--- src/rtl/hdc_pkg.sv ---
package hdc_pkg;

    // hypervector geometry
    localparam int DIM          = 128;
    localparam int WORD_W       = 32;
    localparam int WORDS_PER_HV = 4;
    localparam int WORD_IDX_W   = 2;

    // item memory
    localparam int ITEMS   = 64;
    localparam int ADDR_W  = 6;
    localparam int COUNT_W = 7;

    // instruction fields
    localparam int ROT_W  = 7;
    localparam int OPND_W = 9;

    // xorshift must never start from zero
    localparam logic [WORD_W-1:0] DEFAULT_SEED = 32'h2545_f491;

    // apb register map
    localparam int APB_AW = 4;
    localparam int APB_DW = 32;
    localparam logic [APB_AW-1:0] REG_CTRL   = 4'h0;
    localparam logic [APB_AW-1:0] REG_SEED   = 4'h4;
    localparam logic [APB_AW-1:0] REG_COUNT  = 4'h8;
    localparam logic [APB_AW-1:0] REG_STATUS = 4'hc;

    typedef logic [DIM-1:0] hv_t;

    // codes 8 to 15 are treated as nop
    typedef enum logic [3:0] {
        OP_NOP   = 4'h0,
        OP_LOAD  = 4'h1,
        OP_BIND  = 4'h2,
        OP_PERM  = 4'h3,
        OP_MOVE  = 4'h4,
        OP_STORE = 4'h5,
        OP_WB    = 4'h6,
        OP_LAST  = 4'h7
    } opcode_e;

    typedef struct packed {
        opcode_e             op;
        logic [2:0]          rsvd;
        logic [OPND_W-1:0]   operand;
    } instr_t;

    typedef struct packed {
        logic                psel;
        logic                penable;
        logic                pwrite;
        logic [APB_AW-1:0]   paddr;
        logic [APB_DW-1:0]   pwdata;
    } apb_req_t;

    typedef struct packed {
        logic [APB_DW-1:0]   prdata;
        logic                pready;
        logic                pslverr;
    } apb_rsp_t;

    typedef struct packed {
        logic [WORD_W-1:0]   seed;
        logic [COUNT_W-1:0]  count;
        logic                start;
    } gen_cfg_t;

    typedef struct packed {
        logic                en;
        logic [ADDR_W-1:0]   addr;
        hv_t                 data;
    } mem_wr_t;

endpackage

--- src/rtl/hdc_apb_regs.sv ---
module hdc_apb_regs (
    input  logic               clk,
    input  logic               rst_n,
    input  hdc_pkg::apb_req_t  apb_req,
    input  logic               busy,
    input  logic               done,
    output hdc_pkg::apb_rsp_t  apb_rsp,
    output hdc_pkg::gen_cfg_t  gen_cfg
);
    import hdc_pkg::*;

    logic                access;
    logic                mapped;
    logic                slverr;
    logic                wr_ok;
    logic [APB_DW-1:0]   rdata;
    logic [WORD_W-1:0]   seed_q;
    logic [COUNT_W-1:0]  count_q;
    logic                start_q;

    // access phase without wait states
    assign access = apb_req.psel & apb_req.penable;

    always_comb begin
        mapped = 1'b1;
        rdata  = '0;
        case (apb_req.paddr)
            REG_CTRL:   rdata = '0;
            REG_SEED:   rdata = seed_q;
            REG_COUNT:  rdata = {{(APB_DW - COUNT_W){1'b0}}, count_q};
            REG_STATUS: rdata = {{(APB_DW - 2){1'b0}}, done, busy};
            default:    mapped = 1'b0;
        endcase
    end

    // status is read only
    assign slverr = ~mapped | (apb_req.pwrite & (apb_req.paddr == REG_STATUS));
    assign wr_ok  = access & apb_req.pwrite & ~slverr;

    assign apb_rsp.prdata  = rdata;
    assign apb_rsp.pready  = 1'b1;
    assign apb_rsp.pslverr = access & slverr;

    always_ff @(posedge clk) begin
        if (!rst_n) begin
            seed_q  <= '0;
            count_q <= COUNT_W'(ITEMS);
            start_q <= 1'b0;
        end else begin
            // start is a single cycle pulse
            start_q <= wr_ok & (apb_req.paddr == REG_CTRL) & apb_req.pwdata[0];
            if (wr_ok && apb_req.paddr == REG_SEED) begin
                seed_q <= apb_req.pwdata;
            end
            if (wr_ok && apb_req.paddr == REG_COUNT) begin
                count_q <= apb_req.pwdata[COUNT_W-1:0];
            end
        end
    end

    assign gen_cfg.seed  = seed_q;
    assign gen_cfg.count = count_q;
    assign gen_cfg.start = start_q;

endmodule

--- config.mk ---
export PLATFORM = sky130hd
export DESIGN_NAME = hdc_apb_regs
export DESIGN_NICKNAME = d
export VERILOG_FILES = /design/src/rtl/hdc_pkg.sv /design/src/rtl/hdc_apb_regs.sv
export SDC_FILE = /design/constraint.sdc
export NUM_CORES = 1
export LEC_CHECK = 0
export BUFFER_PORTS_ARGS = -buffer_cell sky130_fd_sc_hd__clkbuf_2
export CAP_MARGIN = 20
export CORE_ASPECT_RATIO = 1.5
export CORE_MARGIN = 4
export CORE_UTILIZATION = 40
export CTS_CLUSTER_SIZE = 14
export DETAILED_ROUTE_END_ITERATION = 8
export PLACE_DENSITY = 0.77
export SYNTH_ARGS = -nofsm -noshare
export SYNTH_HDL_FRONTEND = slang
export SYNTH_SLANG_ARGS = --single-unit
--- constraint.sdc ---
create_clock -name clk -period 2.4 [get_ports clk]
set_clock_uncertainty 0.1 [all_clocks]
set_input_delay 0.48 -clock clk [delete_from_list [all_inputs] [get_ports clk]]
set_output_delay 0.48 -clock clk [all_outputs]
set_load 0.05 [all_outputs]
== Word level (Yosys, flattened, before mapping) ==
Index checks and enable logic that the tools add are counted.
Operators by class
  add/subtract/negate cells: 0
  shift operators: 0
  multiply operators: 0
  multiplexer cells: 2
  eq/ne operators: 3
  divide/modulo/power cells: 0
  $lt $le $gt $ge: 0
  bitwise logic cells: 10
  reductions and logical operators: 4
Operator list (number)
  $pmux 32 s3: 1
  $eq 4x4->1 const B: 2
  $and 1x1->1: 7
  $eq 4x3->1 const B: 1
  $logic_not 4->1: 1
  $reduce_or 4->1: 1
  $logic_and 1x1->1: 2
  $not 1->1: 2
  $mux 1: 1
  $or 1x1->1: 1
Storage, ports and cells
  logic and storage cells: 22
  output and inout port bits: 74
  bits in latches: 0
  memories: 0
  flip-flop bits (word level): 40
  bits in writable memories: 0
  input bits: 43
  bits in read-only memories: 0

== Longest topological paths before layout ==
  word-level depth: 9
  gate-level depth with buffers: 5
  depth with buffers taken out: 3

== Worst setup path after synthesis ==
Ideal clock, no wire load.
  path kind: input-to-output
  start point: in apb_req[33] in the netlist's numbering
  end point: out apb_rsp[2] in the netlist's numbering
  path buffers: 0
  slack: -0.193 ns
  cell stages on the path: 2
  data arrival time: 2.013 ns
  path through: or3b_4 > o21ai_0
RTL lines
  from (decl): line hdc_apb_regs.sv:4  | input hdc_pkg::apb_req_t apb_req,
  to (decl): line hdc_apb_regs.sv:7  | output hdc_pkg::apb_rsp_t apb_rsp,

==> impl_results.md <==
- Worst slew pin tran: 0.5390 ns
- Final Worst Setup Slack: 0.07427 ns
- Sequential fraction of the synthesis area: 0.4211
- Largest net degree at the start of global routing: 47
- Yosys reg bits: 40
- Gpl congestion: 0.8162
- Final setup vio count: 0
- Critical Path RT: 1.82 ns
- Crit path capture type: output port
- Crit-path max FO: 11
- Reg2reg start: count_q[6]
- Leakage power figure: 1.265 nW
- Worst vdd ir: 0.0004359 V
- Kind of critical path: in -> out
- Worst hold endpoint: seed_q[16]
- Total grt overflow: 0
- Fillers: 437
- Post-DRT Antenna Nets: 0
- Number of gates resized after CTS: 0
- Synth Area per Inst: 8.684 sq um
- F_max: 430.0 MHz
- Warnings from Yosys: 0
- R2R depth: 2
- Slowest CP cell: or3b_4
- Via count: 1817
- Family with the most delay on the worst path: simple AND/OR/NAND/NOR gates
- H-tree levels: 2
- Dominant cell type by area after synthesis: dfxtp_1
- Clock sinks: 40
- Initial antenna violation count: 0
- Core Area: 4579 sq um
- Cell Int Power: 0.9016 mW
- Vias in the first global route: 1723
- Initial Utilization: 0.4153
- Die area: 5945 sq um
- EDFF count, synth: 0
- Fin. Hold Viols: 0
- Final antenna diode count: 0
- Num rows: 30
- DIE WIDTH: 64.30 um
- Pwr/cell area: 442.4 nW/um^2
- Design Area, Final: 2658 sq um
- Reg clk slew, reported paths: 0.07 ns
- Input/output buffers: 115
- Worst EP arrival: 1.75 ns
- Hold_ws: 0.3225 ns
- Post-Route WL: 4802 um
- Main area contributors after synthesis: dfxtp_1, mux2i_1, nand2_1
- Worst-skew pair later-pin latency: 0.27 ns
- Max incr delay on CP: 0.42 ns
- Synth Flop Type: dfxtp_1
- Mapped Cells: 219
- Hold depth: 3
- Run status: completed
- WL per Instance: 12.25 um
- Area share of the largest cell type after synthesis: 0.4211
- Share of cells above drive strength 1: 0.3994
- Area growth syn-to-layout: 39.74%
- Part of the power in registers: 0.568
- Num CTS Buffers: 5
- I/O pins: 117
- Fin Setup TNS: 0 ns
- Synthesized area: 1902 sq um
- Area post-placement: 2577 sq um
- Clock Path Buffers: 2
- Final Slew Violations: 0
- CTS tree: yes
- CP most frequent cell: clkbuf_2
- Pre-CTS setup slack: 0.04068 ns
- DR DRC count: 0
- Fin crit period: 2.326 ns
- Gr usage total: 0.1629
- Clock Power Share: 0.328
- Sw Pwr: 0.2741 mW
- Drt pass-1 iters: 4
- First-pass GRT wire length: 7783 um
- Buffer count from post-CTS setup fixing: 0
- CTS Hold Bufs: 0
- RSZ-0062 raised after global routing: true
- Top-count cell post-synth: nand2_1
- Reg-to-Reg End: count_q[6]
- Hold Path Class: in -> reg
- NumNets Final: 373
- Root Buffer: clkbuf_8
- Post-synth ARST share: 0
- R2R setup slack: 1.66 ns
- Post-detail-place hpwl: 3823 um
- Hold Startpoint: apb_req[16]
- Fin crit share: 0.9691
- Most frequent cells after synthesis: nand2_1, dfxtp_1, mux2i_1, and2_1, clkbuf_1
- Startpoint types: input pin
- Yosys cell types: 21
- Die height: 92.45 um
- Combinational fraction of design power: 0.103
- Relative slew slack: 0.6407
- Via-per-instance ratio: 4.635
- Switching share of power: 0.2332
- Final core utilization: 0.5803
- Max Cap Viol: 0
- Syn Nets: 262
- Critical path cell sequence: clkbuf_2, or3b_4, nor2_2, buf_4, and2_1, clkbuf_2
- Iter 0 DRT Violations: 66
- Bufs and invs on worst path: 3
-- worst max-delay path by stage --
| stage | start | end | slack, ns | depth (start not counted) |
|---|---|---|---|---|
| CTS | apb_req[34] | apb_rsp[7] | 0.04 | 6 |
| detailed placement | apb_req[33] | apb_rsp[7] | 0.04 | 6 |
| finish | apb_req[34] | apb_rsp[15] | 0.07 | 6 |
| floorplan | apb_req[33] | apb_rsp[2] | -0.19 | 2 |
| global placement | apb_req[33] | apb_rsp[8] | 0.07 | 6 |
| global route | apb_req[34] | apb_rsp[19] | -0.0004 | 6 |
-- worst reg2reg max path: stages, from the launching register on --
cell and delay, ns:
dfxtp_1 0.37, inv_1 0.05, o211ai_1 0.15
-- metrics by stage --
step,power (mW),cells
global placement,0.8035,387
global route,1.230,392
CTS,1.194,392
finish,1.176,392
detailed placement,0.8059,387
floorplan,0.7539,219
-- state kept, by name, summed over array words and instances, names as in the netlist --
name and flops:
seed_q 32, count_q 7, start_q 1
-- per-layer routing --
metal / up-vias / track usage / routed length, um
met5: - / 0 / 0
met2: 66 / 0.3078 / 2619
met4: 0 / 0.07231 / 96
met1: 815 / 0.1686 / 1835
li1: 929 / - / -
met3: 7 / 0.03277 / 250
-- final cells by class --
cell class	count	area [sq um]	area share
Sequential cell	40	800.8	0.3013
Clock buffer	5	68.82	0.02589
Multi-Input combinational cell	160	994.7	0.3743
Tap cell	64	80.08	0.03013
Inverter	1	3.754	0.001412
Timing Repair Buffer	122	709.4	0.2669
-- kinds of logic (layout without fill, tap and decap cells) --
logic type,Yosys count,after routing,share of synthesized area
and+or+nand+nor,110,110,0.2743
muxes,40,40,0.2105
DFF,40,40,0.4211
buffers and inverters,19,128,0.05723
AOI/OAI and AO/OA,9,9,0.03487
other,1,1,0.001972
-- cells in the final DEF, fill, tap and decap left out, drive strengths merged --
cell / instances
nor4b: 1
buf: 28
a21oi: 1
nand2: 73
inv: 1
and3: 1
conb: 1
nor2: 2
mux2i: 40
nand3: 3
a22o: 5
o211ai: 1
nand4b: 1
clkbuf: 99
and2: 26
dfxtp: 40
o21ai: 2
nor3: 2
or3b: 1
-- power groups by stage --
| stage | sequential (mW) | combinational (mW) | clock [mW] |
|---|---|---|---|
| finish | 0.668 | 0.122 | 0.386 |
| global route | 0.668 | 0.135 | 0.426 |
| CTS | 0.668 | 0.123 | 0.403 |
| detailed placement | 0.683 | 0.122 | 0 |
| global placement | 0.683 | 0.120 | 0 |
| floorplan | 0.693 | 0.0613 | 0 |
Power figures use the tool's default switching activity.
