==> src/rtl/hdc_pkg.sv <==
package hdc_pkg;

    // hypervector geometry
    localparam int DIM          = 128;
    localparam int WORD_W       = 32;
    localparam int WORDS_PER_HV = 4;
    localparam int WORD_IDX_W   = 2;

    // item memory
    localparam int ITEMS   = 64;
    localparam int ADDR_W  = 6;
    localparam int COUNT_W = 7;

    // instruction fields
    localparam int ROT_W  = 7;
    localparam int OPND_W = 9;

    // xorshift must never start from zero
    localparam logic [WORD_W-1:0] DEFAULT_SEED = 32'h2545_f491;

    // apb register map
    localparam int APB_AW = 4;
    localparam int APB_DW = 32;
    localparam logic [APB_AW-1:0] REG_CTRL   = 4'h0;
    localparam logic [APB_AW-1:0] REG_SEED   = 4'h4;
    localparam logic [APB_AW-1:0] REG_COUNT  = 4'h8;
    localparam logic [APB_AW-1:0] REG_STATUS = 4'hc;

    typedef logic [DIM-1:0] hv_t;

    // codes 8 to 15 are treated as nop
    typedef enum logic [3:0] {
        OP_NOP   = 4'h0,
        OP_LOAD  = 4'h1,
        OP_BIND  = 4'h2,
        OP_PERM  = 4'h3,
        OP_MOVE  = 4'h4,
        OP_STORE = 4'h5,
        OP_WB    = 4'h6,
        OP_LAST  = 4'h7
    } opcode_e;

    typedef struct packed {
        opcode_e             op;
        logic [2:0]          rsvd;
        logic [OPND_W-1:0]   operand;
    } instr_t;

    typedef struct packed {
        logic                psel;
        logic                penable;
        logic                pwrite;
        logic [APB_AW-1:0]   paddr;
        logic [APB_DW-1:0]   pwdata;
    } apb_req_t;

    typedef struct packed {
        logic [APB_DW-1:0]   prdata;
        logic                pready;
        logic                pslverr;
    } apb_rsp_t;

    typedef struct packed {
        logic [WORD_W-1:0]   seed;
        logic [COUNT_W-1:0]  count;
        logic                start;
    } gen_cfg_t;

    typedef struct packed {
        logic                en;
        logic [ADDR_W-1:0]   addr;
        hv_t                 data;
    } mem_wr_t;

endpackage

==> src/rtl/hdc_item_gen.sv <==
module hdc_item_gen (
    input  logic               clk,
    input  logic               rst_n,
    input  hdc_pkg::gen_cfg_t  gen_cfg,
    output hdc_pkg::mem_wr_t   gen_wr,
    output logic               busy,
    output logic               done
);
    import hdc_pkg::*;

    logic [WORD_W-1:0]      xs_q;
    logic [WORD_W-1:0]      xs_next;
    logic [WORD_IDX_W-1:0]  word_idx;
    logic [ADDR_W-1:0]      item_addr;
    logic [COUNT_W-1:0]     count_q;
    hv_t                    hv_q;
    logic                   last_item;

    function automatic logic [WORD_W-1:0] xorshift32(input logic [WORD_W-1:0] s);
        logic [WORD_W-1:0] x;
        x = s;
        x = x ^ (x << 13);
        x = x ^ (x >> 17);
        x = x ^ (x << 5);
        return x;
    endfunction

    assign xs_next = xorshift32(xs_q);

    // top word goes straight from the generator into the write
    always_comb begin
        gen_wr.en   = busy && (word_idx == WORD_IDX_W'(WORDS_PER_HV - 1));
        gen_wr.addr = item_addr;
        gen_wr.data = hv_q;
        gen_wr.data[WORD_W*(WORDS_PER_HV-1) +: WORD_W] = xs_next;
    end

    // also stops at the end of the memory
    assign last_item = ({1'b0, item_addr} == count_q - 1'b1) ||
                       (item_addr == ADDR_W'(ITEMS - 1));

    always_ff @(posedge clk) begin
        if (!rst_n) begin
            busy      <= 1'b0;
            done      <= 1'b0;
            word_idx  <= '0;
            item_addr <= '0;
        end else if (gen_cfg.start) begin
            busy      <= 1'b1;
            done      <= 1'b0;
            word_idx  <= '0;
            item_addr <= '0;
        end else if (busy) begin
            word_idx <= word_idx + 1'b1;
            if (gen_wr.en) begin
                item_addr <= item_addr + 1'b1;
                if (last_item) begin
                    busy <= 1'b0;
                    done <= 1'b1;
                end
            end
        end
    end

    always_ff @(posedge clk) begin
        if (gen_cfg.start) begin
            xs_q    <= (gen_cfg.seed == '0) ? DEFAULT_SEED : gen_cfg.seed;
            count_q <= gen_cfg.count;
        end else if (busy) begin
            xs_q <= xs_next;
            // lsw first
            hv_q[word_idx*WORD_W +: WORD_W] <= xs_next;
        end
    end

endmodule

==> config.mk <==
export PLATFORM = sky130hd
export DESIGN_NAME = hdc_item_gen
export DESIGN_NICKNAME = d
export VERILOG_FILES = /design/src/rtl/hdc_pkg.sv /design/src/rtl/hdc_item_gen.sv
export SDC_FILE = /design/constraint.sdc
export NUM_CORES = 1
export LEC_CHECK = 0
export ABC_AREA = 1
export BUFFER_PORTS_ARGS = -buffer_cell sky130_fd_sc_hd__buf_2
export CAP_MARGIN = 25
export CELL_PAD_IN_SITES_DETAIL_PLACEMENT = 1
export CELL_PAD_IN_SITES_GLOBAL_PLACEMENT = 1
export CORE_ASPECT_RATIO = 1.2
export CORE_UTILIZATION = 43
export CTS_CLUSTER_DIAMETER = 150
export CTS_CLUSTER_SIZE = 25
export DETAILED_ROUTE_END_ITERATION = 8
export PLACE_DENSITY = 0.85
export SLEW_MARGIN = 20
export SYNTH_ARGS = -nofsm -noshare
export SYNTH_HDL_FRONTEND = slang
export SYNTH_SLANG_ARGS = --single-unit
==> constraint.sdc <==
create_clock -name clk -period 4.2 [get_ports clk]
set_input_delay 0.63 -clock clk [delete_from_list [all_inputs] [get_ports clk]]
set_output_delay 0.63 -clock clk [all_outputs]
set_load 0.1 [all_outputs]
Word level (Yosys, flattened, before mapping)
Index checks and enable logic that the tools add are counted.
{"block": "totals", "reg_bits": 177, "input_bits": 42, "out_inout_bits": 137}
{"block": "op_classes", "bitwise": 5, "n_reduce_logical": 8, "shifts": 2, "n_mux": 8, "eq_ne": 3, "addsub": 4}
{"op": "$bwmux 128", "count": 1}
{"op": "$shift 32x34->128 const A", "count": 1}
{"op": "$shiftx 32x34->128", "count": 1}
{"op": "$mux 32", "count": 3}
{"op": "$xor 32x32->32", "count": 2}
{"op": "$neg 7->34", "count": 1}
{"op": "$logic_not 32->1", "count": 1}
{"op": "$xor 32x15->32", "count": 1}
{"op": "$eq 6x7->1", "count": 1}
{"op": "$sub 7x1->7 const B", "count": 1}
{"op": "$add 6x1->6 const B", "count": 1}
{"op": "$eq 6x6->1 const B", "count": 1}
{"op": "$mux 1", "count": 4}
{"op": "$reduce_and 2->1", "count": 2}
{"op": "$reduce_and 3->1", "count": 1}
{"op": "$add 2x1->2 const B", "count": 1}
{"op": "$eq 2x2->1 const B", "count": 1}
{"op": "$not 1->1", "count": 2}
{"op": "$reduce_bool 2->1", "count": 1}
{"op": "$reduce_or 2->1", "count": 1}
{"op": "$logic_and 1x1->1", "count": 1}
{"op": "$logic_or 1x1->1", "count": 1}

Depth between registers and ports, before layout
{"block": "depth", "depth_word": 7, "mapped_depth": 13, "ltp_nobuf": 13}

Least setup slack after synthesis
No wires, ideal clock.
{"block": "synth_path", "path_type": "flip-flop to output port", "start": "register xs_q[7]", "end": "output gen_wr[104] (netlist name)", "stages_incl_launch_ff": 4, "arrival_ns": 3.694, "n_path_buf": 0, "setup_slack_ns": -0.124, "cell_sequence": "edfxtp_1 xnor2_2 xnor2_1 xnor2_1"}
{"element": "start: declaration", "line_no": "hdc_item_gen.sv:11", "text": "logic [WORD_W-1:0] xs_q;"}
{"element": "start signal: assignment", "line_no": "hdc_item_gen.sv:67", "text": "xs_q <= (gen_cfg.seed == '0) ? DEFAULT_SEED : gen_cfg.seed;"}
{"element": "start signal: assignment", "line_no": "hdc_item_gen.sv:70", "text": "xs_q <= xs_next;"}
{"element": "end: declaration", "line_no": "hdc_item_gen.sv:5", "text": "output hdc_pkg::mem_wr_t gen_wr,"}

==> summary.md <==
| Metric | Value |
|---|---|
| Status | finished, final reports clean |
| Reg clk slew, reported paths | 0.06 ns |
| Final WL | about 20000 µm |
| Hold Buf Count CTS | 0 |
| Row count | 49 |
| Post-synthesis cell area | 0.00661 mm² |
| Clock tree root driver cell | clkbuf_16 |
| Bufs on Longest Clock Path | 2 |
| Final instance area | 0.00838 mm² |
| DRT Pass-1 Iters | 5 |
| Post-Syn Instances | about 620 |
| Initial drt markers | about 310 |
| Critical path arrival | around 2.6 ns |
| Largest net degree at the start of global routing | 66 |
| Most frequent CP cell | xor2_1 |
| Relative slew slack | 0.381 |
| H-Tree Level Count | 4 |
| Max-cap check violation count | 0 |
| Synth warnings | 0 |
| Sink Count | 145 |
| WP buf/inv | 1 |
| Largest fanout on the critical path | 4 |
| Number of global-route vias before repair | roughly 5400 |
| Post-route ant nets | 0 |
| Mean routed wirelength per cell | ~20 µm |
| CTS Buf Count | 17 |
| CTS tree | built |
| Initial Util | 0.440 |
| Most common cell after layout, fill and taps aside | buf_2 |
| Number of nets in the layout | around 850 |
| Share of cells above drive strength 1 | 0.288 |
| Tcrit/Tclk final | 0.777 |
| Area of the core | 0.0150 mm² |
| HP Start | gen_cfg[4] |
| Critical path origin | xs_q[13]$_DFFE_PP_ |
| Cts repair resizes | 0 |
| Crit start category | flip-flop |
| Initial antenna violation count | 0 |
| Path type of the worst setup path | reg -> out |
| GPL Wtd Cong | 0.875 |
| Slowest library cell on the worst path | xor2_1 |
| Worst hold path type | in -> reg |
| Yosys reg bits | 145 |
| RSZ-0062 raised after global routing | false |
| Total negative slack | 0 ns |
| Skew-Pair Late Insertion Delay | ~0.43 ns |
| Max Transition Viols Final | 0 |
| DP HPWL | 15000 µm |
| First-pass GRT wire length | between 20000 and 30000 µm |
| Congestion Overflow GR | 0 |
| Final min period | 3.27 ns |
| Worst-margin pin slew | 0.926 ns |
| Die height | 138 µm |
| Delay-heaviest family, CP | XOR/XNOR gates |
| Die Width | 115 µm |
| Fillers | ~1700 |
| DRC Markers | 0 |
| Yosys cell types | 22 |
| Vias/cell | a little over 5 |
| Mapped Nets | 670 |
| Postcts setup bufs | 0 |
| Dpl cell area | 0.00772 mm² |
| DIE AREA | 0.0159 mm² |
| Setup crit end kind | primary output |
| Diode count | 0 |
| Crit-path max cell delay | 0.55 ns |
| Post-synthesis sequential area ratio | 0.644 |
| Commonest cells after routing, fill and taps aside | buf_2 (178), edfxtp_1 (135), nor2_1 (131) |
| Multi-input gate area | 0.00205 mm² |
| Final setup fails | 0 |
| Peak Freq | 0.306 GHz |
| Reg-to-reg startpoint | word_idx[0]$_SDFFE_PP0P_ |
| Total track usage | 0.263 |
| Worst clock skew | 0.00645 ns |
| Count of final hold-check violations | 0 |
| Syn avg cell area | between 10 and 15 µm² |
| Top Ports | 179 |
| Syn-to-layout area delta | 26.8% |
| Worst-path cell chain | xnor2_2 -> xor2_1 -> xor2_1 -> buf_2 |
| Port Buf Inserts | ~180 |
| Via Count | 5152 |
| Sequential cell area | 0.00425 mm² |
| Critical path required time | 3.57 ns |
-- logic make-up after synthesis --
family	synth area share
AOI/OAI and AO/OA	0.0401
xor gates and xnor gates	0.0945
adders and majority gates	0.0133
buffers and inverters	0.0494
DFF	0.644
and+or+nand+nor	0.159
-- path summary, 6_finish.rpt --
| path | endpoint | slack, ns | depth (start not counted) |
|---|---|---|---|
| hold reg to reg | word_idx[1]$_SDFFE_PP0P_ | 0.56 | 1 |
| setup reg to reg | hv_q[40]$_DFFE_PP_ | 1.80 | 5 |
| hold / removal | count_q[3]$_DFFE_PP_ | 0.38 | 1 |
| setup / recovery | gen_wr[110] | 0.93 | 4 |
-- layout make-up --
type,count,area share
clock buffer,17,0.0508
clock inverter,15,0.0206
inverter,67,0.0300
multi-input combinational,389,0.245
sequential,145,0.508
tap,204,0.0305
timing repair buffer,184,0.115
-- per-stage QoR --
step | setup WS (ns) | util | hold slack [ns] | std cells
2_1_floorplan | 0.617 | - | 0.544 | 621
3_3_place_gp | 1.51 | 0.514 | 0.511 | 986
3_5_place_dp | 1.41 | 0.514 | 0.547 | 986
4_1_cts | 0.926 | 0.554 | 0.363 | 1018
5_1_grt | 0.833 | 0.558 | 0.359 | 1021
6_report | 0.935 | 0.558 | 0.378 | 1021
-- cell usage after synthesis (all sizes together) --
cell | count | area (µm²)
edfxtp | 135 | 4050
nor2 | 134 | 503
nand2 | 106 | 398
inv | 65 | 244
o21ai | 47 | 235
xnor2 | 42 | 428
nand3 | 19 | 95.1
xor2 | 19 | 196
clkbuf | 14 | 52.6
dfxtp | 10 | 200
ha | 7 | 87.6
a21oi | 6 | 30.0
buf | 6 | 22.5
or2 | 4 | 25.0
clkinv | 2 | 7.51
nand4 | 2 | 12.5
nor3 | 2 | 10.0
and2 | 1 | 6.26
-- flip-flops by register name (all words and copies together), names as in the netlist --
name,count
done,1
busy,1
hv_q,96
count_q,7
item_addr,6
xs_q,32
word_idx,2
-- metal layers --
layer | track usage | part of all wire
met2 | 0.460 | 0.53
met3 | 0.0576 | 0.054
met1 | 0.304 | 0.39
met5 | 0 | 0
met4 | 0.130 | 0.030
Power is not shown: default switching activity piles up to over one toggle a cycle in this logic, so the estimate is an artifact.
